[src/include/beamform_defines.svh]
// beamformer sizing constants shared by the datapath and its testbench
`ifndef BEAMFORM_DEFINES_SVH
`define BEAMFORM_DEFINES_SVH

// antenna channels combined into one beam
`define BF_CHANNELS 4

// one signed sample in a bus word
`define BF_SAMPLE_WIDTH 16

// samples carried per 128-bit word
`define BF_SAMPLES 8

// real or imaginary bus word
`define BF_WORD_WIDTH 128

// signed weight, Q1.7
`define BF_WEIGHT_WIDTH 8

// fraction bits dropped after the weight multiply
`define BF_FRAC_SHIFT 7

// divide by the channel count after summing
`define BF_SUM_SHIFT 2

`endif
[src/hw/weight_bank.sv]
// shadow and active weight registers, new weights take effect only between frames
`include "beamform_defines.svh"

module weight_bank (
    input  logic                               clock,
    input  logic                               resetn,
    // one-cycle strobe, captures the weight inputs into the shadow set
    input  logic                               weight_load,
    input  logic signed [`BF_WEIGHT_WIDTH-1:0] weight_real [`BF_CHANNELS],
    input  logic signed [`BF_WEIGHT_WIDTH-1:0] weight_imag [`BF_CHANNELS],
    // a beat is on the input this cycle
    input  logic                               beat_present,
    input  logic                               in_last,
    // weights applied by the weighter
    output logic signed [`BF_WEIGHT_WIDTH-1:0] active_real [`BF_CHANNELS],
    output logic signed [`BF_WEIGHT_WIDTH-1:0] active_imag [`BF_CHANNELS]
);

    // loaded but not yet applied
    logic signed [`BF_WEIGHT_WIDTH-1:0] shadow_real [`BF_CHANNELS];
    logic signed [`BF_WEIGHT_WIDTH-1:0] shadow_imag [`BF_CHANNELS];

    // shadow holds a set the active bank has not seen yet
    logic pending;

    // frame boundary
    // either the line is idle or the current beat closes its frame
    logic frame_boundary;

    // commit on the first boundary with a pending set
    logic commit;

    assign frame_boundary = !beat_present || in_last;
    assign commit         = pending && frame_boundary;

    always_ff @(posedge clock) begin
        if (!resetn) begin
            pending <= 1'b0;
            for (int ch = 0; ch < `BF_CHANNELS; ch++) begin
                shadow_real[ch] <= '0;
                shadow_imag[ch] <= '0;
                active_real[ch] <= '0;
                active_imag[ch] <= '0;
            end
        end else begin
            // active takes the shadow as it was before this edge
            // the beat on this edge still sees the old active set
            if (commit) begin
                for (int ch = 0; ch < `BF_CHANNELS; ch++) begin
                    active_real[ch] <= shadow_real[ch];
                    active_imag[ch] <= shadow_imag[ch];
                end
            end

            // a load on the commit edge stays pending for the next boundary
            if (weight_load) begin
                pending <= 1'b1;
                for (int ch = 0; ch < `BF_CHANNELS; ch++) begin
                    shadow_real[ch] <= weight_real[ch];
                    shadow_imag[ch] <= weight_imag[ch];
                end
            end else if (commit) begin
                pending <= 1'b0;
            end
        end
    end

endmodule

[config.mk]
export PLATFORM = sky130hd
export DESIGN_NAME = weight_bank
export DESIGN_NICKNAME = d
export VERILOG_FILES = /design/src/hw/weight_bank.sv
export VERILOG_INCLUDE_DIRS = /design/src /design/src/include
export SDC_FILE = /design/constraint.sdc
export NUM_CORES = 1
export LEC_CHECK = 0
export BUFFER_PORTS_ARGS = -buffer_cell sky130_fd_sc_hd__buf_2
export CORE_ASPECT_RATIO = 0.6
export CORE_UTILIZATION = 47
export CTS_CLUSTER_SIZE = 10
export DETAILED_ROUTE_END_ITERATION = 12
export GPL_TIMING_DRIVEN = 0
export PLACE_DENSITY = 0.75
export SLEW_MARGIN = 20
export SYNTH_ARGS = -nofsm -noshare
export SYNTH_HDL_FRONTEND = slang
export SYNTH_SLANG_ARGS = --single-unit
[constraint.sdc]
create_clock -name clock -period 2.83 [get_ports clock]
set_input_delay 0.566 -clock clock [delete_from_list [all_inputs] [get_ports clock]]
set_output_delay 0.566 -clock clock [all_outputs]
set_load 0.03 [all_outputs]
After elaboration in Yosys (flattened, before gate mapping)
Memory sizes are Yosys's and may differ from the RTL's. A register that Yosys moved wholly into a read port is not among the register bits. Cells that the tools add are included.

Memory bits (writable): 64. Memories kept: 2. Register bits after elaboration: 1. Input port bits: 69. Output and inout bits: 64. Logic and storage cells: 37.

Memory list: shadow_imag (words 4, bits a word 8, read ports 4, clocked after Yosys merged registers in 4, write ports 4, line weight_bank.sv:21) `` logic signed [`BF_WEIGHT_WIDTH-1:0] shadow_imag [`BF_CHANNELS]; ``; shadow_real (words 4, bits a word 8, read ports 4, clocked after Yosys merged registers in 4, write ports 4, line weight_bank.sv:20) `` logic signed [`BF_WEIGHT_WIDTH-1:0] shadow_real [`BF_CHANNELS]; ``.

Muxes and demuxes: 14. Reduce and logical (&&, ||, !) cells: 12. Bitwise gates (word level): 8.

Operator list (count): 8-bit 2-to-1 mux (8); 1-bit zero test (9); 1-bit bitwise OR (8); 1-bit 2-to-1 mux (6); 2-bit nonzero test (1); 1-bit logical AND (1); 1-bit logical OR (1).

Longest topological paths before layout
Depth in word-level cells: 5. Depth in mapped cells: 5. Depth with buffers taken out: 3.

Worst setup path before layout
Ideal clock, no wire load.

Path kind: in2reg. From: in weight_load. To: mem shadow_imag[0][0] (netlist bit), enable pin. Setup time: 0.433 ns. Path slack: 0.081 ns. Path buffers: 1. Stages on the path: 2. Data required time: 2.397 ns. Data arrival time: 2.316 ns. Cells stage by stage: buf_2 nand2b_1.

RTL lines: from (decl) (line weight_bank.sv:8) `input logic weight_load,`; to (decl) (line weight_bank.sv:21).

Worst setup path after layout
From: reg active_imag[10] (netlist bit), read port of shadow_imag. To: out active_imag[10] (netlist bit).

RTL lines: from (decl) (line weight_bank.sv:16) `` output logic signed [`BF_WEIGHT_WIDTH-1:0] active_imag [`BF_CHANNELS] ``.

No word-level cell between the ends.

==> metrics.md <==
| Metric | Value |
|---|---|
| Synthesis Warnings | `0` |
| Most common cell after layout, fill and taps aside | `buf_2` |
| Die Y | `82.35 um` |
| Leakage Power | `3.002 nW` |
| Total CTS buffers | `17` |
| First-pass GRT wire length | `17,230 um` |
| Fmax | `0.6429 GHz` |
| Finished Cell Area | `6477 sq um` |
| CTS tree | `yes` |
| Xor and xnor area share after synthesis | `0%` |
| H-tree Lvls | `4` |
| Final Setup Violations | `0` |
| Hold Path Class | `flip-flop to flip-flop` |
| Area grow syn2layout | `28.08%` |
| Vias per cell | `4.927` |
| Proportion of layout cells with a drive suffix above 1 | `31.97%` |
| Port Buf Inserts | `130` |
| Syn_nets | `494` |
| # DRC | `0` |
| Grt met3 use | `7.326%` |
| Initial antenna violation count | `0` |
| Switching Share | `22.64%` |
| Most frequent cells in the layout | `145 x buf_2, 128 x nand2_1, 65 x dfxtp_1` |
| Crit path max-delay cell type | `dfxtp_1` |
| Clk pwr share | `45.4%` |
| Tot GR Track Use | `21.49%` |
| Number of clock sinks | `129` |
| Pwr dens | `713.1 nW/um^2` |
| Slew margin rel. | `72.61%` |
| Pre-antenna DRT Iters | `4` |
| Worst Path Arrival | `990 ps` |
| Int Pwr | `3.573 mW` |
| Fill cell count | `819` |
| Die footprint | `11,190 sq um` |
| Root buf cell | `clkbuf_16` |
| Worst path depth | `1` |
| Starting Density | `49.78%` |
| Register area | `3223 sq um` |
| Sequential area share after synthesis | `63.73%` |
| RSZ-0062 raised after global routing | `false` |
| Largest net degree at the start of global routing | `41` |
| Worst Skew | `7.073 ps` |
| Hold Buf Count CTS | `0` |
| Drt total wl | `11,270 um` |
| Area contributors post-synth | `edfxtp_1 38%, dfxtp_1 26%, mux2i_1 13%` |
| Final hold vios | `0` |
| Worst-case reg-to-reg path depth | `4` |
| Vias in the first global route | `3,447` |
| Post-synthesis adder-cell area fraction | `0%` |
| GP Congestion | `0.8113` |
| Cells after Synth | `425` |
| Via count | `3,562` |
| Crit-path max cell delay | `370 ps` |
| Worst hold slack | `450.7 ps` |
| Share of the synthesized area in the top cell type | `38.00%` |
| GRT busiest layer | `met2` |
| Fin. max-slew vios | `0` |
| Post-route ant nets | `0` |
| Comb power frac | `8.7%` |
| Slew @ Worst Pin | `410.9 ps` |
| Post-Layout Cell Count | `723` |
| Max-cap viol count | `0` |
| Chip width | `135.9 um` |
| Maximum clock path buffer count | `2` |
| Initial DRC Count | `168` |
| DR WL/cell | `15.59 um` |
| Post-Synth Simple-Gate Area | `17.66%` |
| Crit start category | `flip-flop` |
| Dpl cell area | `5904 sq um` |
| Leading area contributor after synthesis | `edfxtp_1` |
| Critical path fanouts, max | `2` |
| GR Overflow Total | `0` |
| HPWL Detailed | `7733 um` |
| Synth Register Bits | `129` |
| Crit path required time | `2260 ps` |
| Crit path kind | `flip-flop to output pin` |
| # nets final | `644` |
| N_diodes | `0` |
| WP buf/inv | `1` |
| Synth Cell Area | `5057 sq um` |
| Worst setup EP type | `output pin` |
| Reg2Reg Setup Slack | `1680 ps` |
| # rows | `28` |
| Multi-input logic area | `1559 sq um` |
| Final min period | `1555 ps` |
| Io pins | `133` |
| Mapped Avg Cell Area | `11.90 sq um` |
| Placed Instances | `691` |
| Crit share post-route | `54.96%` |
| Post-CTS Setup Inserts | `0` |
| Met1 Use GR | `28.36%` |
| VDD IR max | `0.4338 mV` |
| Clk slew on worst S/H paths | `60 ps` |
| Switching pwr | `1.046 mW` |
| Compound-Gate Fraction of Synth Area | `0.3464%` |
| Register share of total power | `45.9%` |
| Worst-Skew Late Latency | `410 ps` |
| Main combinational cell family by area after synthesis | `simple AND/OR/NAND/NOR gates` |
| Delay-heaviest family, CP | `flip-flops` |
| Hold path cells | `2` |
| Status | `finished clean` |
| Core box area | `10,160 sq um` |
| CP cell instances | `buf_2` |
| Post-CTS sizing | `0` |
| Distinct cells, synth | `14` |
| Met2 Usage GRT | `32.40%` |
| Final core utilization | `63.76%` |
| Post-synthesis mux area share | `12.67%` |
## path summary, 6_finish.rpt
kind | startpoint | endpoint
worst min register to register | active_real[31] | active_real[31]
worst min-delay path | active_real[31] | active_real[31]
worst max-delay path | active_imag[10] | active_imag[10]
worst max register to register | pending | active_real[7]
## layer usage
metal / vias up / share of wire [%]
met3: 4 / 8.5
met4: 0 / 0.29
met2: 136 / 45
met1: 1663 / 46
li1: 1759 / -
met5: - / 0
## area by class of cell
cell class              instances  area share (%)
clock inverters                10           1.681
plain buffers                  35           4.308
multi-input cells             260           24.07
well taps                     135           2.608
inverters                       1         0.05795
repair buffers                131           10.35
flip-flops and latches        129           49.76
clock buffers                  22           7.166
## flip-flops by register name, indices dropped and copies added, names as in the netlist
signal       count
active_real     32
shadow_imag     32
shadow_real     32
active_imag     32
pending          1
## synthesized netlist by cell type
cell        n
nand2_1   128
dfxtp_1    65
and3_1     64
edfxtp_1   64
mux2i_1    64
buf_2      15
clkbuf_1    9
buf_12      7
buf_4       4
a21boi_2    1
a31oi_1     1
inv_1       1
nand2b_1    1
nor2b_1     1
## tightest hold or removal path, delay by kind of cell, from the launching register on
kind | cells | cell delay (ps)
flops | 1 | 300
mux | 1 | 50
simple gates | 1 | 50
## power by group through the flow
stage	combinational [mW]	sequential, mW	clock, mW
4_1_cts	0.406	2.12	2.12
3_3_place_gp	0.389	2.16	0
2_1_floorplan	0.190	2.22	0
5_1_grt	0.438	2.13	2.22
3_5_place_dp	0.404	2.16	0
6_report	0.403	2.12	2.10
## metrics by stage
step	setup WS [ps]	TNS, ps	total power, mW
2_1_floorplan	81.14	0	2.414
3_3_place_gp	-685.0	-43700	2.546
5_1_grt	1241	0	4.783
3_5_place_dp	981.0	0	2.559
6_report	1275	0	4.619
4_1_cts	1257	0	4.650
## cells by family (layout without fill, tap and decap cells)
kind of cell           after synthesis  count (layout)
AOI/OAI and AO/OA                    2               2
buffers and inverters               36             199
DFF                                129             129
muxes                               64              64
and+or+nand+nor                    194             194
No activity file was read; power rests on OpenSTA's default activity.
