File: src/include/beamform_defines.svh
// beamformer sizing constants shared by the datapath and its testbench
`ifndef BEAMFORM_DEFINES_SVH
`define BEAMFORM_DEFINES_SVH

// antenna channels combined into one beam
`define BF_CHANNELS 4

// one signed sample in a bus word
`define BF_SAMPLE_WIDTH 16

// samples carried per 128-bit word
`define BF_SAMPLES 8

// real or imaginary bus word
`define BF_WORD_WIDTH 128

// signed weight, Q1.7
`define BF_WEIGHT_WIDTH 8

// fraction bits dropped after the weight multiply
`define BF_FRAC_SHIFT 7

// divide by the channel count after summing
`define BF_SUM_SHIFT 2

`endif
File: src/hw/sample_pkg.sv
// sample word type, one bus word seen flat or as packed signed samples
`include "beamform_defines.svh"

package sample_pkg;

    // one 128-bit bus word
    // sample 0 lives in the low 16 bits, sample 7 in the top bits
    // the sample view is signed as a whole, so single samples
    // need $signed() where sign matters
    typedef union packed {
        // flat view as it arrives on the bus
        logic [`BF_WORD_WIDTH-1:0] word;
        // per-sample view
        logic signed [`BF_SAMPLES-1:0][`BF_SAMPLE_WIDTH-1:0] sample;
    } sample_word_u;

endpackage

File: src/hw/channel_combiner.sv
// four-channel sample-wise sum with divide by channel count, output register
`include "beamform_defines.svh"

module channel_combiner (
    input  logic                     clock,
    input  logic                     resetn,
    // weighted channels from the multiply stage
    input  logic [`BF_CHANNELS-1:0]  weighted_valid,
    input  logic                     weighted_last,
    input  sample_pkg::sample_word_u weighted_real [`BF_CHANNELS],
    input  sample_pkg::sample_word_u weighted_imag [`BF_CHANNELS],
    // combined beam
    output logic                     out_valid,
    output logic                     out_last,
    output sample_pkg::sample_word_u out_real,
    output sample_pkg::sample_word_u out_imag
);

    import sample_pkg::*;

    // room for four full-scale samples without wrap
    localparam int acc_width = `BF_SAMPLE_WIDTH + $clog2(`BF_CHANNELS);

    // widened per-sample sums
    logic signed [acc_width-1:0] sum_real [`BF_SAMPLES];
    logic signed [acc_width-1:0] sum_imag [`BF_SAMPLES];

    // scaled result before the output register
    sample_word_u next_real;
    sample_word_u next_imag;

    // any weighted channel makes a beat
    logic beat;

    assign beat = |weighted_valid;

    always_comb begin
        for (int s = 0; s < `BF_SAMPLES; s++) begin
            sum_real[s] = '0;
            sum_imag[s] = '0;
            // invalid channels arrive as zero, so all four are summed
            for (int ch = 0; ch < `BF_CHANNELS; ch++) begin
                sum_real[s] = sum_real[s] + $signed(weighted_real[ch].sample[s]);
                sum_imag[s] = sum_imag[s] + $signed(weighted_imag[ch].sample[s]);
            end
            // arithmetic shift then truncate to sample width
            // same as taking the bits just above the shift
            next_real.sample[s] = sum_real[s][`BF_SUM_SHIFT +: `BF_SAMPLE_WIDTH];
            next_imag.sample[s] = sum_imag[s][`BF_SUM_SHIFT +: `BF_SAMPLE_WIDTH];
        end
    end

    always_ff @(posedge clock) begin
        if (!resetn) begin
            out_valid <= 1'b0;
            out_last  <= 1'b0;
            out_real  <= '0;
            out_imag  <= '0;
        end else begin
            out_valid <= beat;
            out_last  <= weighted_last;
            // words held at zero between beats
            out_real  <= beat ? next_real : '0;
            out_imag  <= beat ? next_imag : '0;
        end
    end

endmodule

File: config.mk
export PLATFORM = sky130hd
export DESIGN_NAME = channel_combiner
export DESIGN_NICKNAME = d
export VERILOG_FILES = /design/src/hw/sample_pkg.sv /design/src/hw/channel_combiner.sv
export VERILOG_INCLUDE_DIRS = /design/src /design/src/include
export SDC_FILE = /design/constraint.sdc
export NUM_CORES = 2
export LEC_CHECK = 0
export BUFFER_PORTS_ARGS = -buffer_cell sky130_fd_sc_hd__buf_2
export CAP_MARGIN = 40
export CORE_AREA = 5 5 499 501
export CTS_BUF_LIST = sky130_fd_sc_hd__clkbuf_4 sky130_fd_sc_hd__clkbuf_8 sky130_fd_sc_hd__clkbuf_16
export CTS_CLUSTER_DIAMETER = 60
export DETAILED_ROUTE_END_ITERATION = 12
export DIE_AREA = 0 0 504 506
export SYNTH_ARGS = -nofsm -noshare
export SYNTH_HDL_FRONTEND = slang
export SYNTH_SLANG_ARGS = --single-unit
File: constraint.sdc
create_clock -name clock -period 3.6 [get_ports clock]
set_input_delay 0.18 -clock clock [delete_from_list [all_inputs] [get_ports clock]]
set_output_delay 0.18 -clock clock [all_outputs]
set_load 0.02 [all_outputs]
Word-level counts from Yosys, hierarchy flattened
Index checks and enable logic that the tools add are counted.

Memory bits (writable): 0. Bits in read-only memories: 0. Register bits after elaboration: 258. Word-level logic and storage cells: 54. Output and inout bits: 258. Latch bits: 0. Memories: 0.

Equality and inequality tests: 0. Bitwise gates (word level): 0. Div/mod/pow operators: 0. Muxes and demuxes: 0. Multiply operators: 0. Shift-type cells: 0. Add/sub/neg operators: 48. Reductions and logical operators: 2. Order comparisons: 0.

Operators by type and width (number): adder 17 x 16 -> 18 bit (16); adder 18 x 16 -> 18 bit (16); adder 16 x 16 -> 17 bit (16); OR reduction 4 bit (1); AND reduction 2 bit (1).

Logic depth before layout (Yosys ltp)
Depth after elaboration: 3. Mapped depth: 13.

Least setup slack after synthesis
No wires, ideal clock.

Kind: input port to flip-flop. From: input weighted_real[49] (netlist bit). To: register out_real[63] (netlist bit). Setup slack: 0.363 ns. Path buffers: 0. Stages on the path: 13. Setup time: 0.120 ns. Arrival: 3.117 ns. Data required time: 3.480 ns. Path through: inv_1 > fa_1 > inv_1 > fa_1 > nand2_1 > nor2_1 > fa_1 > a21o_1 > a221o_1 > a2111oi_2 > o211ai_1 > a21oi_1 > nor3b_2.

Word-level cells in the longest chain between the ends: 1.

Ends and longest elaborated chain: from (decl) (RTL line channel_combiner.sv:10) `` input sample_pkg::sample_word_u weighted_real [`BF_CHANNELS], ``; adder 18 x 16 -> 18 bit (RTL line channel_combiner.sv:43) `sum_real[s] = sum_real[s] + $signed(weighted_real[ch].sample[s]);`; to (signal assigned) (RTL line channel_combiner.sv:63) `out_real <= beat ? next_real : '0;`; to (decl) (RTL line channel_combiner.sv:15) `output sample_pkg::sample_word_u out_real,`.

No other way between the ends. A chain may end at the register's enable or synchronous reset.

Final worst setup path
From: input weighted_real[81] (netlist bit). To: register out_real[95] (netlist bit).

The elaborated chain is that of the path after synthesis.

==> results.sh <==
export IMPL_vias=33100
export IMPL_routed_wl_mm=194
export IMPL_netlist_top_cell_by_area="sky130_fd_sc_hd__fa_1"
export IMPL_timing_worst_slew_pin_value_ns=0.685
export IMPL_portion_of_the_clock_cycle_consumed_by_the_worst_path_in_the_final_layout=0.873
export IMPL_hold_path_class="primary input to register"
export IMPL_dominant_register_cell_in_the_synthesized_netlist="sky130_fd_sc_hd__dfxtp_1"
export IMPL_setup_violations_final=0
export IMPL_detail_route_wl_per_cell_um=21.7
export IMPL_final_hold_viol_count=0
export IMPL_topRoutingLayerUsed="met5"
export IMPL_gr_total_overflow=0
export IMPL_p_comb_frac=0.639
export IMPL_post_dp_cell_area_sq_um=45600
export IMPL_placeableCoreArea_sq_um=244000
export IMPL_clkPwrFrac=0.201
export IMPL_worstSetupPathType="primary input to register"
export IMPL_power_switching_mw=13.6
export IMPL_final_nets=7389
export IMPL_pleak_nw=26.6
export IMPL_detail_route_drc_violations=0
export IMPL_clk_tree_root_cell="sky130_fd_sc_hd__clkbuf_16"
export IMPL_async_reset_ff_frac=0
export IMPL_ctsHtreeMaxLevel=2
export IMPL_gp_congestion=1.02
export IMPL_critical_path_endpoint_type="register"
export IMPL_design_portCount=1289
export IMPL_status="finished clean"
export IMPL_ff_latch_count_synth=258
export IMPL_final_layout_size_suffix_gt1_frac=0.272
export IMPL_grt_total_usage=0.147
export IMPL_worstPathMaxFanout=3
export IMPL_antenna_left=0
export IMPL_clock_sink_count=258
export IMPL_finish_utilization=0.196
export IMPL_synth_common_cells="1506 x sky130_fd_sc_hd__inv_1, 528 x sky130_fd_sc_hd__fa_1, 263 x sky130_fd_sc_hd__nor2_1, 258 x sky130_fd_sc_hd__dfxtp_1, 240 x sky130_fd_sc_hd__ha_1"
export IMPL_ys_warnings_count=0
export IMPL_cts_clk_slew_worst_paths_ns=0.06
export IMPL_drt_initial_drc_count=1900
export IMPL_setup_tns_ns=0
export IMPL_initial_antenna_violation_count=177
export IMPL_grt_pass1_vias=33700
export IMPL_ir_worst_vdd_mv=0.335
export IMPL_count_of_flip_flops_with_a_built_in_enable_after_synthesis=0
export IMPL_die_y_um=506
export IMPL_finalWorstPathRequiredPeriod_ns=3.14
export IMPL_synth_area_sq_um=34300
export IMPL_rsz0062_at_grt="false"
export IMPL_layout_cell_area_non_filler_sq_um=47900
export IMPL_dp_final_hpwl_mm=179
export IMPL_number_of_max_slew_violations_in_the_final_report=0
export IMPL_share_of_the_synthesized_area_in_the_top_cell_type=0.308
export IMPL_syn_area_per_cell_sq_um=8.22
export IMPL_grt_pass1_wl_mm=261
export IMPL_drt_pass1_iter_count=6
export IMPL_largest_net_degree_at_the_start_of_global_routing=62
export IMPL_placement_io_buffers=1288
export IMPL_achievable_frequency_mhz=318
export IMPL_numCtsBuffers=58
export IMPL_cts_repair_resize_count=0
export IMPL_ys_seq_area_frac=0.150
export IMPL_wl_met3_mm=20.7
export IMPL_setup_worst_path_start_class="primary input"
export IMPL_synth_top_cells_by_area="sky130_fd_sc_hd__fa_1 31%, sky130_fd_sc_hd__inv_1 16%, sky130_fd_sc_hd__dfxtp_1 15%"
export IMPL_share_of_total_power_in_sequential_cells=0.160
export IMPL_syn_nets=5977
export IMPL_synthesis_instances=4178
export IMPL_internal_power_mw=14.7
export IMPL_max_slew_margin=0.543
export IMPL_power_switching_fraction=0.481
export IMPL_met2RoutedLength_mm=89.3
export IMPL_max_cap_viol_count=0
export IMPL_fp_dieW_um=504
export IMPL_timing_critical_path_required_ns=4.13
export IMPL_num_rows=182
export IMPL_cts_root_to_sink_buffers=3
export IMPL_cts_tree="done"
export IMPL_synth_most_common_cell="sky130_fd_sc_hd__inv_1"
export IMPL_die_area_sq_um=255000
export IMPL_yosys_cell_types_count=80
export IMPL_power_per_cell_area_nw_per_um2=591
export IMPL_synthToLayoutAreaGrowth_pct=39.4
export IMPL_timing_critical_path_arrival_ns=3.67
export IMPL_overall_power_after_layout_mw=28.3
export IMPL_m1_wire_length_mm=72.8
export IMPL_detail_route_vias_per_cell=3.69
export IMPL_worst_hold_slack_ns=0.0901
export IMPL_floorplan_initialDensity=0.141
## kinds of logic (layout without fill, tap and decap cells)
| logic type | count (synthesis) | in the layout | share of synthesized area |
|---|---|---|---|
| buf+inv | 1556 | 3014 | 0.171 |
| fa+ha+maj | 768 | 768 | 0.395 |
| simple gates | 750 | 750 | 0.107 |
| compound gates | 659 | 659 | 0.128 |
| flops | 258 | 258 | 0.150 |
| xor+xnor | 165 | 165 | 0.0421 |
| mux | 22 | 22 | 0.00645 |
| other cells | 0 | 90 | 0 |
## worst max-delay path, cell delays in order
cell,delay (ns)
sky130_fd_sc_hd__buf_2,0.13
sky130_fd_sc_hd__inv_1,0.09
sky130_fd_sc_hd__fa_1,0.54
sky130_fd_sc_hd__inv_1,0.05
sky130_fd_sc_hd__fa_1,0.42
sky130_fd_sc_hd__nand2_1,0.10
sky130_fd_sc_hd__nor2_1,0.06
sky130_fd_sc_hd__fa_1,0.47
sky130_fd_sc_hd__a211oi_1,0.23
sky130_fd_sc_hd__buf_4,0.15
sky130_fd_sc_hd__o211a_1,0.18
sky130_fd_sc_hd__o22ai_1,0.22
sky130_fd_sc_hd__o41ai_1,0.49
sky130_fd_sc_hd__a21oi_1,0.13
sky130_fd_sc_hd__a31o_2,0.22
## cell type report
class / count / area (sq um)
timing repair buffer: 1402 / 7470
inverter: 1506 / 5660
antenna: 90 / 225
sequential: 258 / 5160
clock buffer: 69 / 1600
multi-input combinational: 2364 / 23300
clock inverter: 37 / 403
fill: 27700 / 196000
tap: 3220 / 4030
## cell usage in the layout, fill, tap and decap left out, types with 28 or more instances in the layout
master                      count
sky130_fd_sc_hd__nand2_1      142
sky130_fd_sc_hd__nand3_1       44
sky130_fd_sc_hd__nor2_1       263
sky130_fd_sc_hd__diode_2       90
sky130_fd_sc_hd__a21oi_1      177
sky130_fd_sc_hd__clkbuf_16     59
sky130_fd_sc_hd__o21ai_0      103
sky130_fd_sc_hd__nor3_1        68
sky130_fd_sc_hd__o21a_1        53
sky130_fd_sc_hd__xor2_1        65
sky130_fd_sc_hd__xnor2_1      100
sky130_fd_sc_hd__and3_1        28
sky130_fd_sc_hd__buf_2       1288
sky130_fd_sc_hd__dfxtp_1      258
sky130_fd_sc_hd__inv_1       1505
sky130_fd_sc_hd__ha_1         240
sky130_fd_sc_hd__buf_4         93
sky130_fd_sc_hd__fa_1         528
sky130_fd_sc_hd__a21o_1        92
sky130_fd_sc_hd__nand2b_1      39
## power by group through the flow
stage / registers (mW) / clock network [mW] / logic (mW)
after detailed placement: 4.60 / 0 / 18.2
after floorplan: 6.07 / 0 / 9.54
after global placement: 4.59 / 0 / 18.2
after global routing: 4.66 / 6.01 / 19.9
after CTS: 4.57 / 5.94 / 18.3
final: 4.54 / 5.68 / 18.1
## state kept, by name, summed over array words and instances (netlist names)
name / flops
out_imag: 128
out_last: 1
out_valid: 1
out_real: 128
## final timing paths
path / from / to / slack [ns] / depth (start not counted)
setup / recovery: weighted_real[81] / out_real[95]$_SDFF_PN0_ / 0.46 / 15
hold / removal: weighted_imag[416] / out_imag[32]$_SDFF_PN0_ / 0.09 / 5
## what timing repair did
action	CTS	global route
hold buffers	9	0
setup buffers	0	0
endpoints found under the setup margin	0	0
endpoints found under the hold margin	12	0
## stage by stage
step | worst slack, ns | cells
final | 0.458 | 8946
after global placement | -0.694 | 8740
after detailed placement | -0.415 | 8741
after floorplan | 0.363 | 4178
after CTS | 0.334 | 8856
after global routing | 0.274 | 8900
## layer usage
metal  vias to the layer above  global-route usage
li1                      15500                   -
met3                       410              0.0550
met5                         -                   0
met2                      1548               0.246
met1                     15500               0.167
met4                        78              0.0655
(Power assumes the default switching activity.)
